## config.mk

```make
export PLATFORM = sky130hd
export DESIGN_NAME = burst_unwrap_top
export DESIGN_NICKNAME = d
export VERILOG_FILES = /design/src/verilog/unwrap_pkg.sv /design/src/verilog/axi_ar_if.sv /design/src/verilog/axi_r_if.sv /design/src/verilog/ar_wrap_splitter.sv /design/src/verilog/beat_count_fifo.sv /design/src/verilog/r_last_rebuild.sv /design/src/verilog/burst_unwrap_top.sv
export VERILOG_INCLUDE_DIRS = /design/src /design/src/verilog
export SDC_FILE = /design/constraint.sdc
export NUM_CORES = 1
export LEC_CHECK = 0
export BUFFER_PORTS_ARGS = -buffer_cell sky130_fd_sc_hd__buf_2
export CAP_MARGIN = 20
export CORE_ASPECT_RATIO = 1.1
export CORE_MARGIN = 2
export CORE_UTILIZATION = 51
export CTS_BUF_LIST = sky130_fd_sc_hd__clkbuf_4 sky130_fd_sc_hd__clkbuf_8
export CTS_CLUSTER_DIAMETER = 60
export CTS_CLUSTER_SIZE = 14
export DETAILED_ROUTE_END_ITERATION = 8
export PLACE_DENSITY = 0.86
export SETUP_SLACK_MARGIN = 0.05
export SLEW_MARGIN = 10
export SYNTH_ARGS = -nofsm -noshare
export SYNTH_HDL_FRONTEND = slang
export SYNTH_HIERARCHICAL = 1
export SYNTH_SLANG_ARGS = --single-unit
```

## constraint.sdc

```tcl
create_clock -name clk_i -period 6.1 [get_ports clk_i]
set_input_delay 0.305 -clock clk_i [delete_from_list [all_inputs] [get_ports clk_i]]
set_output_delay 0.305 -clock clk_i [all_outputs]
set_load 0.01 [all_outputs]
```

## src/verilog/unwrap_macros.svh

```systemverilog
/*
 * Burst unwrapper build constants
 * Bus widths and the number of outstanding read bursts
 */
`ifndef UNWRAP_MACROS_SVH
`define UNWRAP_MACROS_SVH

// Bus widths
`define UNWRAP_ADDR_W 32
`define UNWRAP_DATA_W 64
`define UNWRAP_ID_W 4

// Upstream bursts that may wait for R data
`define UNWRAP_MAX_TXNS 4

`endif

```

## src/verilog/unwrap_pkg.sv

```systemverilog
/*
 * Burst unwrapper package
 * AXI field types, burst encodings and the bus payload types
 */
`include "unwrap_macros.svh"

package unwrap_pkg;

  // ----------------------------------------
  // AXI field types
  // ----------------------------------------
  typedef logic [1:0] burst_t;
  typedef logic [7:0] len_t;
  typedef logic [2:0] size_t;
  typedef logic [1:0] resp_t;

  // Beat count of a burst, 1 to 256
  typedef logic [8:0] beats_t;

  // AXI burst kinds
  localparam burst_t BURST_FIXED = 2'd0;
  localparam burst_t BURST_INCR  = 2'd1;
  localparam burst_t BURST_WRAP  = 2'd2;

  // ----------------------------------------
  // Bus payload types
  // ----------------------------------------
  typedef logic [`UNWRAP_ADDR_W-1:0] addr_t;
  typedef logic [`UNWRAP_ID_W-1:0]   id_t;
  typedef logic [`UNWRAP_DATA_W-1:0] data_t;

endpackage

```

## src/verilog/axi_ar_if.sv

```systemverilog
/*
 * AXI read address channel
 * Manager drives the request, subordinate returns ready
 */
`timescale 1ns/100ps

interface axi_ar_if;

  unwrap_pkg::addr_t  addr;
  unwrap_pkg::id_t    id;
  unwrap_pkg::len_t   len;
  unwrap_pkg::size_t  size;
  unwrap_pkg::burst_t burst;
  logic               valid;
  logic               ready;

  modport manager (
    output addr, id, len, size, burst, valid,
    input  ready
  );

  modport subordinate (
    input  addr, id, len, size, burst, valid,
    output ready
  );

endinterface

```

## src/verilog/axi_r_if.sv

```systemverilog
/*
 * AXI read data channel
 * Subordinate drives the beat, manager returns ready
 */
`timescale 1ns/100ps

interface axi_r_if;

  unwrap_pkg::data_t data;
  unwrap_pkg::id_t   id;
  unwrap_pkg::resp_t resp;
  logic              last;
  logic              valid;
  logic              ready;

  modport manager (
    input  data, id, resp, last, valid,
    output ready
  );

  modport subordinate (
    output data, id, resp, last, valid,
    input  ready
  );

endinterface

```

## src/verilog/ar_wrap_splitter.sv

```systemverilog
/*
 * AR wrap splitter
 * Turns each upstream read request into one or two INCR requests.
 * An unaligned WRAP burst leaves as start..container end, then boundary..start
 */
`timescale 1ns/100ps

module ar_wrap_splitter (
  input  logic               clk_i,
  input  logic               arst_n_i,
  input  unwrap_pkg::addr_t  ar_addr_i,
  input  unwrap_pkg::id_t    ar_id_i,
  input  unwrap_pkg::len_t   ar_len_i,
  input  unwrap_pkg::size_t  ar_size_i,
  input  unwrap_pkg::burst_t ar_burst_i,
  input  logic               ar_valid_i,
  output logic               ar_ready_o,
  input  logic               fifo_full_i,
  axi_ar_if.manager          dn,
  output logic               push_o,
  output unwrap_pkg::beats_t push_count_o
);

  typedef enum logic {ST_IDLE, ST_BUSY} state_e;

  state_e             state_q, state_d;
  unwrap_pkg::beats_t beats;
  unwrap_pkg::addr_t  container;
  unwrap_pkg::addr_t  boundary;
  unwrap_pkg::addr_t  first_beats;
  unwrap_pkg::addr_t  second_beats;
  logic               need_split;
  logic               load_sec;

  // Second half of a split, held until it transfers
  unwrap_pkg::addr_t  sec_addr_q;
  unwrap_pkg::id_t    sec_id_q;
  unwrap_pkg::len_t   sec_len_q;
  unwrap_pkg::size_t  sec_size_q;

  // ----------------------------------------
  // Wrap geometry
  // ----------------------------------------
  assign beats     = unwrap_pkg::beats_t'(ar_len_i) + 9'd1;
  // Container size is a power of two for legal WRAP bursts
  assign container = unwrap_pkg::addr_t'(beats) << ar_size_i;
  assign boundary  = ar_addr_i & ~(container - 1'b1);

  assign first_beats  = (boundary + container - ar_addr_i) >> ar_size_i;
  assign second_beats = (ar_addr_i - boundary) >> ar_size_i;

  assign need_split = (ar_burst_i == unwrap_pkg::BURST_WRAP) && (ar_addr_i != boundary);

  // Original length always goes into the queue
  assign push_count_o = beats;

  // ----------------------------------------
  // Request FSM
  // ----------------------------------------
  always_comb begin
    state_d    = state_q;
    load_sec   = 1'b0;
    ar_ready_o = 1'b0;
    push_o     = 1'b0;
    dn.valid   = 1'b0;
    dn.addr    = ar_addr_i;
    dn.id      = ar_id_i;
    dn.len     = ar_len_i;
    dn.size    = ar_size_i;
    dn.burst   = ar_burst_i;

    case (state_q)
      ST_IDLE: begin
        // Hold off while the beat count queue has no room
        if (ar_valid_i && !fifo_full_i) begin
          dn.valid = 1'b1;
          if (ar_burst_i == unwrap_pkg::BURST_WRAP) begin
            dn.burst = unwrap_pkg::BURST_INCR;
          end
          if (need_split) begin
            dn.len = unwrap_pkg::len_t'(first_beats - 1'b1);
          end
          if (dn.ready) begin
            ar_ready_o = 1'b1;
            push_o     = 1'b1;
            if (need_split) begin
              load_sec = 1'b1;
              state_d  = ST_BUSY;
            end
          end
        end
      end
      ST_BUSY: begin
        dn.valid = 1'b1;
        dn.addr  = sec_addr_q;
        dn.id    = sec_id_q;
        dn.len   = sec_len_q;
        dn.size  = sec_size_q;
        dn.burst = unwrap_pkg::BURST_INCR;
        if (dn.ready) begin
          state_d = ST_IDLE;
        end
      end
      default: state_d = ST_IDLE;
    endcase
  end

  always_ff @(posedge clk_i or negedge arst_n_i) begin
    if (!arst_n_i) begin
      state_q <= ST_IDLE;
    end else begin
      state_q <= state_d;
    end
  end

  always_ff @(posedge clk_i) begin
    if (load_sec) begin
      sec_addr_q <= boundary;
      sec_id_q   <= ar_id_i;
      sec_len_q  <= unwrap_pkg::len_t'(second_beats - 1'b1);
      sec_size_q <= ar_size_i;
    end
  end

endmodule

```

## src/verilog/beat_count_fifo.sv

```systemverilog
/*
 * Beat count FIFO
 * Keeps the original beat count of every accepted read burst, in order
 */
`timescale 1ns/100ps
`include "unwrap_macros.svh"

module beat_count_fifo #(
  parameter int unsigned DEPTH = `UNWRAP_MAX_TXNS
) (
  input  logic               clk_i,
  input  logic               arst_n_i,
  input  logic               push_i,
  input  unwrap_pkg::beats_t push_count_i,
  input  logic               pop_i,
  output logic               full_o,
  output logic               not_empty_o,
  output unwrap_pkg::beats_t head_count_o
);

  localparam int unsigned PTR_W = (DEPTH > 1) ? $clog2(DEPTH) : 1;
  localparam int unsigned CNT_W = $clog2(DEPTH + 1);

  logic [PTR_W-1:0]   wr_ptr_q;
  logic [PTR_W-1:0]   rd_ptr_q;
  logic [CNT_W-1:0]   count_q;
  logic               push_ok;
  logic               pop_ok;
  unwrap_pkg::beats_t mem_q [DEPTH];

  // Circular pointer step, DEPTH need not be a power of two
  function automatic logic [PTR_W-1:0] next_ptr(input logic [PTR_W-1:0] ptr);
    logic [PTR_W-1:0] nxt;
    nxt = (ptr == PTR_W'(DEPTH - 1)) ? '0 : ptr + 1'b1;
    return nxt;
  endfunction

  assign full_o       = (count_q == CNT_W'(DEPTH));
  assign not_empty_o  = (count_q != '0);
  assign head_count_o = mem_q[rd_ptr_q];

  assign push_ok = push_i && !full_o;
  assign pop_ok  = pop_i && not_empty_o;

  always_ff @(posedge clk_i or negedge arst_n_i) begin
    if (!arst_n_i) begin
      wr_ptr_q <= '0;
      rd_ptr_q <= '0;
      count_q  <= '0;
    end else begin
      if (push_ok) begin
        wr_ptr_q <= next_ptr(wr_ptr_q);
      end
      if (pop_ok) begin
        rd_ptr_q <= next_ptr(rd_ptr_q);
      end
      // Occupancy stays put on push and pop together
      if (push_ok && !pop_ok) begin
        count_q <= count_q + 1'b1;
      end else if (pop_ok && !push_ok) begin
        count_q <= count_q - 1'b1;
      end
    end
  end

  always_ff @(posedge clk_i) begin
    if (push_ok) begin
      mem_q[wr_ptr_q] <= push_count_i;
    end
  end

endmodule

```

## src/verilog/r_last_rebuild.sv

```systemverilog
/*
 * R last rebuild
 * Passes downstream R beats upstream and sets last from the queued
 * beat count, so both halves of a split read leave as one burst
 */
`timescale 1ns/100ps

module r_last_rebuild (
  input  logic               clk_i,
  input  logic               arst_n_i,
  input  unwrap_pkg::data_t  m_r_data_i,
  input  unwrap_pkg::id_t    m_r_id_i,
  input  unwrap_pkg::resp_t  m_r_resp_i,
  input  logic               m_r_valid_i,
  output logic               m_r_ready_o,
  input  logic               not_empty_i,
  input  unwrap_pkg::beats_t head_count_i,
  axi_r_if.subordinate       up,
  output logic               pop_o
);

  unwrap_pkg::beats_t beat_index_q;
  logic               is_last;
  logic               xfer;

  // ----------------------------------------
  // Beat pass-through
  // ----------------------------------------
  // Beats only move once their burst length is known
  assign up.valid    = m_r_valid_i && not_empty_i;
  assign m_r_ready_o = up.ready && not_empty_i;

  assign up.data = m_r_data_i;
  assign up.id   = m_r_id_i;
  assign up.resp = m_r_resp_i;

  // ----------------------------------------
  // Last flag
  // ----------------------------------------
  assign is_last = (beat_index_q == head_count_i - 9'd1);
  assign up.last = up.valid && is_last;

  assign xfer  = up.valid && up.ready;
  // Burst is done, release its count
  assign pop_o = xfer && is_last;

  always_ff @(posedge clk_i or negedge arst_n_i) begin
    if (!arst_n_i) begin
      beat_index_q <= '0;
    end else if (xfer) begin
      if (is_last) begin
        beat_index_q <= '0;
      end else begin
        beat_index_q <= beat_index_q + 9'd1;
      end
    end
  end

endmodule

```

## src/verilog/burst_unwrap_top.sv

```systemverilog
/*
 * AXI4 read burst unwrapper
 * Splits unaligned WRAP reads into INCR bursts downstream and
 * returns one upstream R burst of the original length
 */
`timescale 1ns/100ps

module burst_unwrap_top (
  input  logic               clk_i,
  input  logic               arst_n_i,
  // Upstream AR
  input  unwrap_pkg::addr_t  s_ar_addr_i,
  input  unwrap_pkg::id_t    s_ar_id_i,
  input  unwrap_pkg::len_t   s_ar_len_i,
  input  unwrap_pkg::size_t  s_ar_size_i,
  input  unwrap_pkg::burst_t s_ar_burst_i,
  input  logic               s_ar_valid_i,
  output logic               s_ar_ready_o,
  // Downstream AR
  output unwrap_pkg::addr_t  m_ar_addr_o,
  output unwrap_pkg::id_t    m_ar_id_o,
  output unwrap_pkg::len_t   m_ar_len_o,
  output unwrap_pkg::size_t  m_ar_size_o,
  output unwrap_pkg::burst_t m_ar_burst_o,
  output logic               m_ar_valid_o,
  input  logic               m_ar_ready_i,
  // Downstream R, its last is not used
  input  unwrap_pkg::data_t  m_r_data_i,
  input  unwrap_pkg::id_t    m_r_id_i,
  input  unwrap_pkg::resp_t  m_r_resp_i,
  input  logic               m_r_valid_i,
  output logic               m_r_ready_o,
  // Upstream R
  output unwrap_pkg::data_t  s_r_data_o,
  output unwrap_pkg::id_t    s_r_id_o,
  output unwrap_pkg::resp_t  s_r_resp_o,
  output logic               s_r_last_o,
  output logic               s_r_valid_o,
  input  logic               s_r_ready_i
);

  logic               push;
  logic               pop;
  logic               fifo_full;
  logic               fifo_not_empty;
  unwrap_pkg::beats_t push_count;
  unwrap_pkg::beats_t head_count;

  axi_ar_if ar_dn ();
  axi_r_if  r_up ();

  // ----------------------------------------
  // Port mapping
  // ----------------------------------------
  assign m_ar_addr_o  = ar_dn.addr;
  assign m_ar_id_o    = ar_dn.id;
  assign m_ar_len_o   = ar_dn.len;
  assign m_ar_size_o  = ar_dn.size;
  assign m_ar_burst_o = ar_dn.burst;
  assign m_ar_valid_o = ar_dn.valid;
  assign ar_dn.ready  = m_ar_ready_i;

  assign s_r_data_o  = r_up.data;
  assign s_r_id_o    = r_up.id;
  assign s_r_resp_o  = r_up.resp;
  assign s_r_last_o  = r_up.last;
  assign s_r_valid_o = r_up.valid;
  assign r_up.ready  = s_r_ready_i;

  // ----------------------------------------
  // Instances
  // ----------------------------------------
  ar_wrap_splitter u_ar_wrap_splitter (
    .clk_i        (clk_i),
    .arst_n_i     (arst_n_i),
    .ar_addr_i    (s_ar_addr_i),
    .ar_id_i      (s_ar_id_i),
    .ar_len_i     (s_ar_len_i),
    .ar_size_i    (s_ar_size_i),
    .ar_burst_i   (s_ar_burst_i),
    .ar_valid_i   (s_ar_valid_i),
    .ar_ready_o   (s_ar_ready_o),
    .fifo_full_i  (fifo_full),
    .dn           (ar_dn.manager),
    .push_o       (push),
    .push_count_o (push_count)
  );

  beat_count_fifo u_beat_count_fifo (
    .clk_i        (clk_i),
    .arst_n_i     (arst_n_i),
    .push_i       (push),
    .push_count_i (push_count),
    .pop_i        (pop),
    .full_o       (fifo_full),
    .not_empty_o  (fifo_not_empty),
    .head_count_o (head_count)
  );

  r_last_rebuild u_r_last_rebuild (
    .clk_i        (clk_i),
    .arst_n_i     (arst_n_i),
    .m_r_data_i   (m_r_data_i),
    .m_r_id_i     (m_r_id_i),
    .m_r_resp_i   (m_r_resp_i),
    .m_r_valid_i  (m_r_valid_i),
    .m_r_ready_o  (m_r_ready_o),
    .not_empty_i  (fifo_not_empty),
    .head_count_i (head_count),
    .up           (r_up.subordinate),
    .pop_o        (pop)
  );

endmodule

```

=== Yosys cells after proc, flatten, opt, wreduce, memory -nomap -nowiden ===
Memory sizes are Yosys's and may differ from the RTL's.
Cells that the tools add are included.

* Shift-type cells: 3
* Equality and inequality tests: 6
* Multiply operators: 0
* Bitwise gates (word level): 3
* Mux-type cells: 27
* Div/mod/pow operators: 0
* Magnitude comparators: 0
* $add $sub $neg: 13
* Reductions and logical operators: 16

{| class="wikitable"
|+ Operators by type and width
! operator !! number
|-
| right shift 32 x 3 -> 8 bit || 2
|-
| subtractor 32 bit || 2
|-
| adder 32 bit || 1
|-
| bitwise AND 32 bit || 1
|-
| 2-to-1 mux 32 bit || 1
|-
| inequality test 32 bit || 1
|-
| NOT 32 bit || 1
|-
| left shift 9 x 3 -> 32 bit || 1
|-
| subtractor 32 x 1 -> 32 bit, second input constant || 1
|-
| 2-to-1 mux 8 bit || 2
|-
| case mux 8 bit (2 select lines) || 1
|-
| subtractor 8 x 1 -> 8 bit, second input constant || 2
|-
| logical AND 1 bit || 11
|-
| 2-to-1 mux 1 bit || 11
|-
| adder 8 x 1 -> 9 bit, second input constant || 1
|-
| adder 9 x 1 -> 9 bit, second input constant || 1
|-
| == test 9 bit || 1
|-
| 2-to-1 mux 3 bit || 3
|-
| 2-to-1 mux 9 bit || 1
|-
| subtractor 9 x 1 -> 9 bit, second input constant || 1
|-
| 2-to-1 mux 2 bit || 4
|-
| == test 2 bit, second input constant || 3
|-
| adder 2 x 1 -> 2 bit, second input constant || 2
|-
| 2-to-1 mux 4 bit || 1
|-
| other kinds (9) || 12
|}

* Flip-flop bits (word level): 64
* Logic and storage cells: 78
* Memory bits (writable): 36
* Latch bits: 0
* Memories kept: 1
* ROM bits: 0

{| class="wikitable"
|+ Memory list
! name !! words !! bits a word !! rd ports !! clocked after memory_dff !! wr ports !! line !! RTL
|-
| u_beat_count_fifo.mem_q || 4 || 9 || 1 || 0 || 1 || beat_count_fifo.sv:29 || <nowiki>unwrap_pkg::beats_t mem_q [DEPTH];</nowiki>
|}

=== Depth between registers and ports, before layout ===
Gate-level depths: netlist of run 1.

* Depth in word-level cells: 12
* Gate-level depth with buffers: 29
* Mapped depth without buffers: 26

=== Modules after synthesis ===
The synthesis of run 1 kept the hierarchy.

{| class="wikitable"
|+ By module, submodules not included
! module !! area each (um^2) !! cells each !! instances !! seq. area each (um^2)
|-
| ar_wrap_splitter || 6541.3 || 817 || 1 || 1436.4
|-
| beat_count_fifo || 1778.0 || 84 || 1 || 1256.2
|-
| r_last_rebuild || 1333.8 || 165 || 1 || 225.2
|}

=== Least setup slack after synthesis of run 1 ===
Ideal clock, no wire load.

* Path kind: input -> register
* Start: in s_ar_size_i[0]
* End: reg u_ar_wrap_splitter.sec_addr_q[0], enable pin
* Library setup time: 0.451 ns
* Stages: 18
* Slack: -0.163 ns
* Data arrival time: 5.811 ns
* Buffers on the path: 5
* Path through: buf_2 buf_2 clkinv_1 clkbuf_1 clkbuf_1 o21ai_0 nand2_1 ha_1 inv_1 nor4b_2 nand3_1 or4_1 nor2_1 a2111oi_0 nand2_1 o31ai_2 buf_4 nor2_1

* Word-level cells in the longest chain between the ends: 10

{| class="wikitable"
|+ Ends and longest elaborated chain
! what !! line !! RTL
|-
| from (decl) || burst_unwrap_top.sv:15 || <nowiki>input unwrap_pkg::size_t s_ar_size_i,</nowiki>
|-
| left shift 9 x 3 -> 32 bit || ar_wrap_splitter.sv:46 || <nowiki>assign container = unwrap_pkg::addr_t'(beats) << ar_size_i;</nowiki>
|-
| subtractor 32 x 1 -> 32 bit || ar_wrap_splitter.sv:47 || <nowiki>assign boundary = ar_addr_i & ~(container - 1'b1);</nowiki>
|-
| NOT 32 bit || ar_wrap_splitter.sv:47 ||
|-
| bitwise AND 32 bit || ar_wrap_splitter.sv:47 ||
|-
| inequality test 32 bit || ar_wrap_splitter.sv:52 || <nowiki>assign need_split = (ar_burst_i == unwrap_pkg::BURST_WRAP) && (ar_addr_i != boundary);</nowiki>
|-
| logical AND 1 bit || ar_wrap_splitter.sv:52 ||
|-
| 2-to-1 mux 1 bit || ar_wrap_splitter.sv:86 || <nowiki>if (need_split) begin</nowiki>
|-
| 2-to-1 mux 1 bit || ar_wrap_splitter.sv:83 || <nowiki>if (dn.ready) begin</nowiki>
|-
| 2-to-1 mux 1 bit || ar_wrap_splitter.sv:75 || <nowiki>if (ar_valid_i && !fifo_full_i) begin</nowiki>
|-
| 2-to-1 mux 1 bit || ar_wrap_splitter.sv:72 || <nowiki>case (state_q)</nowiki>
|-
| via u_ar_wrap_splitter.load_sec || ar_wrap_splitter.sv:33 || <nowiki>logic load_sec;</nowiki>
|-
| to (signal assigned) || ar_wrap_splitter.sv:118 || <nowiki>sec_addr_q <= boundary;</nowiki>
|-
| to (decl) || ar_wrap_splitter.sv:36 || <nowiki>unwrap_pkg::addr_t sec_addr_q;</nowiki>
|}

The timed path passes the listed nets, and every way through them passes these cells.
A chain may end at the register's enable or synchronous reset.

=== Worst setup path in the final report of run 1 ===
* Start: in s_ar_len_i[0]
* End: out m_ar_len_o[7]

* Word-level cells in the longest chain between the ends: 12
* Elaborated cells on any way between the ends: 14
* Classes of those cells: 5 x add/sub; 1 x eq/ne; 2 x shift; 3 x mux; 2 x bitwise; 1 x reduce/logical

{| class="wikitable"
|+ Ends and longest elaborated chain
! what !! line !! RTL
|-
| from (decl) || burst_unwrap_top.sv:14 || <nowiki>input unwrap_pkg::len_t s_ar_len_i,</nowiki>
|-
| adder 8 x 1 -> 9 bit * || ar_wrap_splitter.sv:44 || <nowiki>assign beats = unwrap_pkg::beats_t'(ar_len_i) + 9'd1;</nowiki>
|-
| left shift 9 x 3 -> 32 bit * || ar_wrap_splitter.sv:46 ||
|-
| subtractor 32 x 1 -> 32 bit * || ar_wrap_splitter.sv:47 ||
|-
| NOT 32 bit * || ar_wrap_splitter.sv:47 ||
|-
| bitwise AND 32 bit * || ar_wrap_splitter.sv:47 ||
|-
| via u_ar_wrap_splitter.boundary[9] || ar_wrap_splitter.sv:29 || <nowiki>unwrap_pkg::addr_t boundary;</nowiki>
|-
| adder 32 bit || ar_wrap_splitter.sv:49 || <nowiki>assign first_beats = (boundary + container - ar_addr_i) >> ar_size_i;</nowiki>
|-
| subtractor 32 bit || ar_wrap_splitter.sv:49 ||
|-
| right shift 32 x 3 -> 8 bit || ar_wrap_splitter.sv:49 ||
|-
| subtractor 8 x 1 -> 8 bit || ar_wrap_splitter.sv:81 || <nowiki>dn.len = unwrap_pkg::len_t'(first_beats - 1'b1);</nowiki>
|-
| 2-to-1 mux 8 bit * || ar_wrap_splitter.sv:80 || <nowiki>if (need_split) begin</nowiki>
|-
| 2-to-1 mux 8 bit * || ar_wrap_splitter.sv:75 ||
|-
| case mux 8 bit (2 select lines) * || ar_wrap_splitter.sv:72 ||
|-
| to (decl) || burst_unwrap_top.sv:22 || <nowiki>output unwrap_pkg::len_t m_ar_len_o,</nowiki>
|}

Mark *: on every way through the listed nets, which the timed path passes. The rest lies on a longest branch.

==> out/summary.txt, run 1 <==
FMAX - 166 MHz
non-filler cells, final - 1488
min Tclk post-route - 6.02 ns
sequential share of the synthesized area - 0.302
CTS max path bufs - 2
DRC Markers - 0
WHS Path Cells - 1
status - completed
commonest non-fill, non-tap cell in the layout - buf_4
slowest CP cell - or4_4
antenna-violating nets left - 0
Hold Path Origin - s_ar_id_i[2]
nets@finish - 1407
layout cells sized above 1 - 0.380
fin crit share - 0.987
WP data required - 5.79 ns
CTS buffer count - 9
P per Cell Area - 243 mW/mm²
sequential power share - 0.306
Hold Fails Final Rpt - 0
vias - 9342
Mapped Area - 0.00965 mm²
TritonCTS clock tree - done
cell count after synthesis - 1066
Hold WC Path Type - input port to flip-flop
Critical Path Sink Type - output port
synth unique cells - 111
crit-path cells - buf_6, buf_8, a311o_2, o211a_1, or4_4, o31a_1, buf_6, or2_2, nor3_2, nor3_2, a21o_1, ha_4, and3_4, nand2_1, or3_1, nand4_1, o311ai_2, a31oi_1, or3b_4, or3_4, a31o_4, a31oi_4, o31ai_4, buf_2
post-DP HPWL - 22.3 mm
setup TNS - 0 ns
Die Wd - 135 µm
R2R Path Start - u_beat_count_fifo/rd_ptr_q[0]
vias per inst - 6.28
die area - 0.0200 mm²
worst hold slack - 0.0849 ns
worst setup path category - input port to output port
Worst Skew - 0.0188 ns
Post-synth ARST share - 0.170
Layout Area Growth over Synthesis - 23.6%
Max H-tree Level - 3
peak fanout along the critical path - 6
PnR worst setup slack - 0.0770 ns
Worst Max-Slew Pin Slew - 1.02 ns
Slew HR - 0.319
top-level port count - 249
drt first pass iters - 8
Crit Reg-Reg Endpoint - u_beat_count_fifo/count_q[1]
port bufs - 108
Buf+Inv Stages, Crit Path - 4
yosys synthesis warning count - 6
Int Power - 1740 µW
aggregate global-route resource usage - 0.282
Comb pwr share - 0.548
Worst path max stage delay - 0.51 ns
Synth Register Bits - 100
clk sinks - 100
Reg2Reg Setup Slack - 1.62 ns
root buffer cell - clkbuf_8
global route total overflow - 0
Lkg Pwr - 0.00488 µW
crit start category - input port
most used flip-flop cell after synthesis - edfxtp_1
initial core utilization - 0.522
critical path's top delay family - simple AND/OR/NAND/NOR gates
first-pass GRT wire length - 44.9 mm
maximum vdd drop - 0.168 mV
Avg Cell Area, Syn - 9.06 µm²
antenna violations before repair - 0
chip height - 148 µm
EDFF count, synth - 83
pre-CTS setup slack - -0.316 ns
core box area - 0.0185 mm²
max-slew violations - 0
clk_lat worst skew - 0.39 ns
most frequent cells in the layout - buf_4, buf_2, edfxtp_1
end of the worst hold path - u_ar_wrap_splitter/sec_id_q[2]
Antenna diodes - 0
RSZ-0062 raised after global routing - true
Max Cap Violations - 0
clock transition at the registers of the reported paths - 0.12 ns
routed length per instance - 20.3 µm
Placer Congestion - 0.991
iteration-0 DRC count of the detailed router - 1140
Cell Count Post-Placement - 1439
worst r2r path cells - 12
largest net degree at the start of global routing - 77
cell row count - 52
Sw Ratio - 0.400
total wire length - 30.2 mm
Clk network pwr share - 0.147
synthesized net count - 1233
net switching power - 1160 µW
Fill cells - 1456
vias in the first global route - 8825
final setup fails - 0
critical path arrival - 5.72 ns
[logic make-up (layout without fill, tap and decap cells)]
kind of cell / Yosys count / in the layout / synth area share
XOR/XNOR: 52 / 52 / 0.0480
buffers and inverters: 178 / 357 / 0.104
flip-flops: 100 / 100 / 0.302
other: 2 / 2 / 0.000778
AO/OA/AOI/OAI: 264 / 264 / 0.199
multiplexers: 56 / 56 / 0.0784
AND/OR/NAND/NOR: 372 / 372 / 0.208
adder cells (fa/ha/maj): 42 / 42 / 0.0591
[cell type report]
class                           instances  area, µm²  area share
Clock buffer                            9        124      0.0104
Tap cell                              243        304      0.0255
Sequential cell                       100       2920       0.245
Clock inverter                          7       65.1     0.00545
Multi-Input combinational cell        788       6330       0.530
Inverter                               55        215      0.0180
Timing Repair Buffer                  286       1980       0.166
[through the flow]
step | total power [µW] | instance area [µm²] | utilization
floorplan | 1780 | 9660 | -
global placement | 2180 | 10800 | 0.585
detailed placement | 2220 | 10800 | 0.585
CTS | 2700 | 11200 | 0.607
global route | 3060 | 11900 | 0.646
finish | 2900 | 11900 | 0.646
[synthesized netlist by cell type, types with 13 or more instances]
cell type	count	share of area
and2_1	13	0.0084
nor2b_1	21	0.014
mux2_2	27	0.031
clkbuf_1	25	0.0097
inv_1	51	0.020
buf_2	16	0.0083
xor2_1	15	0.014
a21oi_1	37	0.019
a211oi_1	23	0.018
a21o_1	19	0.015
o21ai_0	58	0.030
a31oi_1	13	0.0084
nand2_1	79	0.031
nand3_1	25	0.013
nand2b_1	17	0.011
nor2_1	75	0.029
dfrtp_1	17	0.044
xnor2_1	36	0.033
nor3_1	34	0.018
buf_4	75	0.058
nor4_1	23	0.015
edfxtp_1	83	0.26
mux2i_1	13	0.013
ha_1	36	0.047
[power by group through the flow]
stage	Combinational, µW	Sequential [µW]	Clock [µW]
finish	1590	886	426
global route	1710	895	461
CTS	1380	886	440
detailed placement	1320	901	0
global placement	1280	896	0
floorplan	904	877	0
[state kept, by name (all words and copies together), names as in the netlist]
signal / count
u_ar_wrap_splitter/sec_len_q: 8
u_beat_count_fifo/count_q: 3
u_r_last_rebuild/beat_index_q: 9
u_ar_wrap_splitter/sec_id_q: 4
u_beat_count_fifo/rd_ptr_q: 2
u_ar_wrap_splitter/sec_size_q: 3
u_ar_wrap_splitter/state_q: 1
u_ar_wrap_splitter/sec_addr_q: 32
u_beat_count_fifo/wr_ptr_q: 2
u_beat_count_fifo/mem_q: 36
[worst reg2reg max path, stage by stage (launching register included)]
cell	delay [ns]
dfrtp_1	0.78
mux4_2	0.69
or4_4	0.60
nor4_1	0.33
o211ai_2	0.13
o311ai_1	0.13
and3_1	0.47
and2_1	0.24
nand2_4	0.07
ha_1	0.21
inv_1	0.08
fa_1	0.41
mux2_2	0.26
[how the worst max path moves through the flow]
stage / slack [ns] / to / cells past startpoint / from
after floorplan: 0.05 / m_ar_len_o[7] / 27 / s_ar_size_i[0]
after global placement: -0.26 / m_ar_len_o[7] / 23 / s_ar_len_i[0]
after detailed placement: -0.32 / m_ar_len_o[7] / 23 / s_ar_len_i[0]
after CTS: 0.05 / m_ar_len_o[7] / 25 / s_ar_len_i[1]
after global routing: -0.08 / m_ar_len_o[7] / 24 / s_ar_len_i[0]
final: 0.08 / m_ar_len_o[7] / 24 / s_ar_len_i[0]
[layer usage]
| layer | vias up | global-route usage | routed length, µm |
|---|---|---|---|
| li1 | 4245 | - | - |
| met1 | 4470 | 0.336 | 11300 |
| met2 | 480 | 0.481 | 14900 |
| met3 | 147 | 0.0487 | 2280 |
| met4 | 0 | 0.159 | 1760 |
| met5 | - | 0 | 0 |
[timing repair]
item | 4_1_cts | 5_1_grt
setup endpoints to repair | 6 | 6
gates resized for setup | 33 | 106
endpoints found under the hold margin | 17 | 0
pin swaps | 17 | 50
buffers inserted | 8 | 26
hold buffers | 1 | 0
(Power assumes the default switching activity.)
==> run 2, diff against run 1 <==
==> constraint.sdc (replaced) <==
create_clock -name clk_i -period 6.1 [get_ports clk_i]
set_input_delay 1.22 -clock clk_i [delete_from_list [all_inputs] [get_ports clk_i]]
set_output_delay 1.22 -clock clk_i [all_outputs]
set_load 0.01 [all_outputs]
==> out/summary.txt, run 2 (synthesis gave the netlist of run 1 again) <==
status - complete, but fails checks
aggregate global-route resource usage - 0.322 (+0.0400)
core box area - 0.0185 mm² (unchanged)
fin crit share - 1.29 (+0.306)
P per Cell Area - 243 mW/mm² (-0.17%)
Max Cap Violations - 0 (unchanged)
clk sinks - 100 (unchanged)
first-pass GRT wire length - 50.4 mm (+12%)
Die Wd - 135 µm (unchanged)
Cell Count Post-Placement - 1549 (+7.6%)
routed length per instance - 20.9 µm (+3.1%)
max-slew violations - 0 (unchanged)
most frequent cells in the layout - buf_4, buf_2, edfxtp_1
peak fanout along the critical path - 4 (-2)
die area - 0.0200 mm² (unchanged)
crit start category - input port
Multi-input gate area - 0.00641 mm² (+1.4%)
final instance area - 0.0128 mm² (+7.6%)
vias - 10.0k (+7.2%)
cell row count - 52 (unchanged)
antenna-violating nets left - 0 (unchanged)
FMAX - 127 MHz (-24%)
TritonCTS clock tree - done
antenna violations before repair - 0 (unchanged)
CTS buffer count - 9 (unchanged)
layout cells sized above 1 - 0.435 (+0.0549)
nets@finish - 1512 (+7.5%)
global route total overflow - 0 (unchanged)
clk_lat worst skew - 0.42 ns (+0.03 ns)
total power - 3110 µW (+7.4%)
Most flops, register - u_beat_count_fifo/mem_q
min Tclk post-route - 7.89 ns (+1.87 ns)
Lkg Pwr - 0.00545 µW (+12%)
Layout Area Growth over Synthesis - 32.9%
Slew HR - 0.448 (+0.129)
failing checks - negative setup slack
CTS max path bufs - 2 (unchanged)
CTS Hold Buffers Added - 0 (-1)
Fill cells - 1326 (-8.9%)
Critical Path Sink Type - output port
biggest regs - u_beat_count_fifo/mem_q: 36 flops, u_ar_wrap_splitter/sec_addr_q: 32 flops, u_r_last_rebuild/beat_index_q: 9 flops
worst setup path category - input port to output port
chip height - 148 µm (unchanged)
RSZ-0062 raised after global routing - true
total wire length - 33.4 mm (+10%)
top-level port count - 249 (unchanged)
root buffer cell - clkbuf_8
iteration-0 DRC count of the detailed router - 1029 (-9.7%)
vias in the first global route - 9676 (+9.6%)
FF+latch area - 0.00292 mm² (unchanged)
Hold Fails Final Rpt - 0 (unchanged)
clock transition at the registers of the reported paths - 0.10 ns (-0.02 ns)
commonest non-fill, non-tap cell in the layout - buf_4
Post-DP Area - 0.0119 mm² (+9.8%)
initial core utilization - 0.522 (unchanged)
largest net degree at the start of global routing - 77 (unchanged)
worst hold slack - 0.517 ns (+0.432 ns)
post-DP HPWL - 24.5 mm (+10%)
utilization after layout - 0.695 (+0.0488)
Antenna diodes - 0 (unchanged)
Worst Skew - 0.0211 ns (+0.00228 ns)
PnR worst setup slack - -1.79 ns (-1.87 ns)
Hold WC Path Type - flip-flop to flip-flop
non-filler cells, final - 1593 (+7.1%)
Placer Congestion - 1.06 (+6.8%)
Worst Max-Slew Pin Slew - 0.828 ns (-0.188 ns)
DRC Markers - 0 (unchanged)
vias per inst - 6.29 (+0.15%)
drt first pass iters - 5 (-3)
max FFs per register - 36 (unchanged)
maximum vdd drop - 0.158 mV (-5.6%)
critical path arrival - 6.67 ns (+0.95 ns)
Max H-tree Level - 3 (unchanged)
final setup fails - 8 (+8)
port bufs - 108 (unchanged)
WP data required - 4.88 ns (-0.91 ns)
==> run 2: cell count changes in the layout (fill, tap and decap cells not counted), moves of 3 or more <==
cell	delta
and3_1	+4
nor3_2	-3
a31oi_2	+3
and3_4	-3
buf_4	+107
a211oi_4	+3
o21ai_0	-3
ha_1	+3
==> run 2: final timing paths <==
check	startpoint	to	slack (ns)	cells after the start
setup / recovery	s_ar_len_i[0]	m_ar_len_o[7]	-1.79	22
hold / removal	u_beat_count_fifo/count_q[2]	u_beat_count_fifo/count_q[2]	0.52	1
setup reg to reg	u_beat_count_fifo/rd_ptr_q[0]	u_beat_count_fifo/count_q[1]	1.45	14
hold reg to reg	u_beat_count_fifo/count_q[2]	u_beat_count_fifo/count_q[2]	0.52	1
max in group asynchronous	arst_n_i	u_ar_wrap_splitter/state_q	5.06	1
min in group asynchronous	arst_n_i	u_r_last_rebuild/beat_index_q[4]	0.73	1
==> run 2: critical path: stages <==
cell and delay [ns]:
buf_8 0.10, buf_6 0.11, a311o_2 0.36, o211a_1 0.14, or4_4 0.55, o31a_1 0.19
o21a_1 0.24, o21ai_2 0.16, fa_1 0.46, inv_2 0.08, ha_4 0.20, or3_4 0.36
a211oi_2 0.21, a211oi_2 0.09, a221o_1 0.35, a221o_1 0.32, or3b_4 0.43, or3_4 0.40
a31o_4 0.24, a31oi_4 0.19, o31ai_4 0.08, buf_2 0.17
==> run 2: layer usage <==
| metal | track usage | wire length, µm |
|---|---|---|
| met1 | 0.368 | 12000 |
| met2 | 0.539 | 16000 |
| met3 | 0.0634 | 2690 |
| met4 | 0.228 | 2640 |
| met5 | 0 | 0 |
==> run 2: area by class of cell <==
cell class	count	area share
multi-input cells	788	0.500
flip-flops and latches	100	0.227
repair buffers	391	0.216
well taps	243	0.0237
inverters	55	0.0164
clock buffers	10	0.0107
clock inverters	6	0.00585
==> run 2: power breakdown <==
group / leakage (µW) / total [µW] / switching [µW] / internal (µW)
clock: 0.000111 / 489 / 280 / 209
combinational: 0.00437 / 1730 / 902 / 833
sequential: 0.000968 / 889 / 69.4 / 819
==> run 2: timing repair <==
| item | 4_1_cts | 5_1_grt |
|---|---|---|
| gates cloned | 1 | 0 |
| pin swaps | 56 | 18 |
| endpoints found under the setup margin | 8 | 8 |
| gates resized for setup | 79 | 30 |
| buffers inserted | 25 | 6 |
==> run 2: stage by stage <==
step	worst slack, ns	TNS, ns
5_1_grt	-1.89	-12.96
3_5_place_dp	-1.81	-12.08
2_1_floorplan	-1.21	-5.92
6_report	-1.79	-11.77
4_1_cts	-1.65	-10.42
3_3_place_gp	-1.69	-11.27
==> run 3, diff against run 2 <==
- PLACE_DENSITY: 0.86 -> 0.8
==> out/summary.txt, run 3 (synthesis gave the netlist of run 1 again) <==
Hold Fails Final Rpt - 0 (unchanged)
vias in the first global route - 9319 (-3.7%)
vias - 9586 (-4.3%)
first-pass GRT wire length - 47.6 mm (-5.5%)
final setup fails - 8 (unchanged)
Worst Max-Slew Pin Slew - 0.931 ns (+0.103 ns)
peak fanout along the critical path - 4 (unchanged)
chip height - 148 µm (unchanged)
Post-DP Area - 0.0119 mm² (-0.13%)
cell row count - 52 (unchanged)
most frequent cells in the layout - buf_4, buf_2, edfxtp_1
fin crit share - 1.28 (-0.0123)
initial core utilization - 0.522 (unchanged)
commonest non-fill, non-tap cell in the layout - buf_4
core box area - 0.0185 mm² (unchanged)
failing checks - negative setup slack
largest net degree at the start of global routing - 48 (-38%)
routed length per instance - 19.4 µm (-7.6%)
Antenna diodes - 0 (unchanged)
CTS buffer count - 9 (unchanged)
Worst path max stage delay - 0.56 ns (about the same)
max-slew violations - 0 (unchanged)
root buffer cell - clkbuf_8
setup TNS - -11.50 ns (+0.271 ns)
antenna violations before repair - 1 (+1)
Placer Congestion - 1.01 (-4.4%)
Layout Area Growth over Synthesis - 30.9%
PnR worst setup slack - -1.71 ns (+0.0749 ns)
status - complete, but fails checks
WP data required - 4.88 ns (about the same)
top-level port count - 249 (unchanged)
global route total overflow - 0 (unchanged)
crit-path cells - buf_8, buf_6, a311o_2, o211a_1, or4_4, o31a_1, o21a_1, o21ai_2, fa_1, inv_2, ha_4, or3_4, a211oi_2, a211oi_2, a221o_1, a221o_1, or3b_4, or3_1, a31o_2, a31oi_4, o31ai_2, buf_2
FMAX - 128 MHz (+0.96%)
final instance area - 0.0126 mm² (-1.6%)
CTS max path bufs - 2 (unchanged)
worst setup path category - input port to output port
layout cells sized above 1 - 0.419 (-0.0158)
Critical Path Sink Type - output port
Die Wd - 135 µm (unchanged)
Worst Skew - 0.0243 ns (+0.00319 ns)
Max Cap Violations - 0 (unchanged)
worst hold slack - 0.526 ns (+0.00863 ns)
DRC Markers - 0 (unchanged)
maximum vdd drop - 0.167 mV (+5.5%)
Max H-tree Level - 3 (unchanged)
slowest CP cell - or4_4
P per Cell Area - 242 mW/mm² (about the same)
aggregate global-route resource usage - 0.299 (-0.0227)
CTS Hold Buffers Added - 0 (unchanged)
RSZ-0062 raised after global routing - true
clk sinks - 100 (unchanged)
min Tclk post-route - 7.81 ns (-0.0749 ns)
critical path arrival - 6.59 ns (-0.08 ns)
iteration-0 DRC count of the detailed router - 905 (-12%)
antenna-violating nets left - 0 (unchanged)
total wire length - 30.5 mm (-8.5%)
max FFs per register - 36 (unchanged)
clk_lat worst skew - 0.39 ns (-0.03 ns)
biggest regs - u_beat_count_fifo/mem_q: 36 flops, u_ar_wrap_splitter/sec_addr_q: 32 flops, u_r_last_rebuild/beat_index_q: 9 flops
Lkg Pwr - 0.00536 µW (-1.7%)
crit start category - input port
clock transition at the registers of the reported paths - 0.11 ns (about the same)
Slew HR - 0.375 (-0.0724)
post-DP HPWL - 23.6 mm (-3.9%)
vias per inst - 6.08 (-3.3%)
TritonCTS clock tree - done
die area - 0.0200 mm² (unchanged)
port bufs - 108 (unchanged)
drt first pass iters - 5 (unchanged)
Most flops, register - u_beat_count_fifo/mem_q
Hold WC Path Type - flip-flop to flip-flop
nets@finish - 1496 (-1.1%)
run 3: power breakdown:
group          switching (µW)  total, µW  leakage, µW  internal, µW
logic                     837       1660      0.00427           822
registers                78.2        897     0.000968           819
clock network             261        505     0.000119           245
total                    1180       3060      0.00536          1890
run 3: worst paths after layout:
kind / slack [ns] / end / depth (start not counted) / from
min: 0.53 / u_beat_count_fifo/count_q[2] / 1 / u_beat_count_fifo/count_q[2]
min reg2reg: 0.53 / u_beat_count_fifo/count_q[2] / 1 / u_beat_count_fifo/count_q[2]
max in group asynchronous: 5.08 / u_ar_wrap_splitter/state_q / 1 / arst_n_i
max: -1.71 / m_ar_len_o[7] / 22 / s_ar_len_i[1]
min in group asynchronous: 0.73 / u_beat_count_fifo/wr_ptr_q[1] / 1 / arst_n_i
max reg2reg: 1.64 / u_beat_count_fifo/count_q[1] / 11 / u_beat_count_fifo/rd_ptr_q[0]
run 3: critical path: cells and delay by family:
kind / cells / cell delay [ns]
simple gates: 4 / 1.66
fa+ha+maj: 2 / 0.65
buf+inv: 4 / 0.48
compound gates: 12 / 2.55
run 3: timing repair:
action | in CTS | in global routing
cloned | 1 | 0
buffers inserted | 8 | 12
pin swaps | 22 | 22
endpoints found under the setup margin | 8 | 8
gates resized for setup | 46 | 34
run 3: metrics by stage:
step                cells  total power [µW]  setup slack [ns]   util
floorplan            1066              1840             -1.21      -
global placement     1542              2330             -1.71  0.642
detailed placement   1542              2380             -1.77  0.642
CTS                  1566              2960             -1.61  0.670
global route         1577              3220             -1.90  0.684
finish               1577              3060             -1.71  0.684
run 3: cell type report:
class	instances	area, µm²
clock buffer	10	131
clock inverter	6	100
fill	1420	5850
inverter	55	213
multi-input combinational	788	6260
sequential	100	2920
tap	243	304
timing repair buffer	375	2710
run 3: routing by layer:
layer | global-route usage | up-vias | part of all wire
li1 | - | 4415 | -
met1 | 0.362 | 4635 | 0.39
met2 | 0.513 | 413 | 0.49
met3 | 0.0525 | 121 | 0.066
met4 | 0.149 | 2 | 0.049
met5 | 0 | - | 0.00056
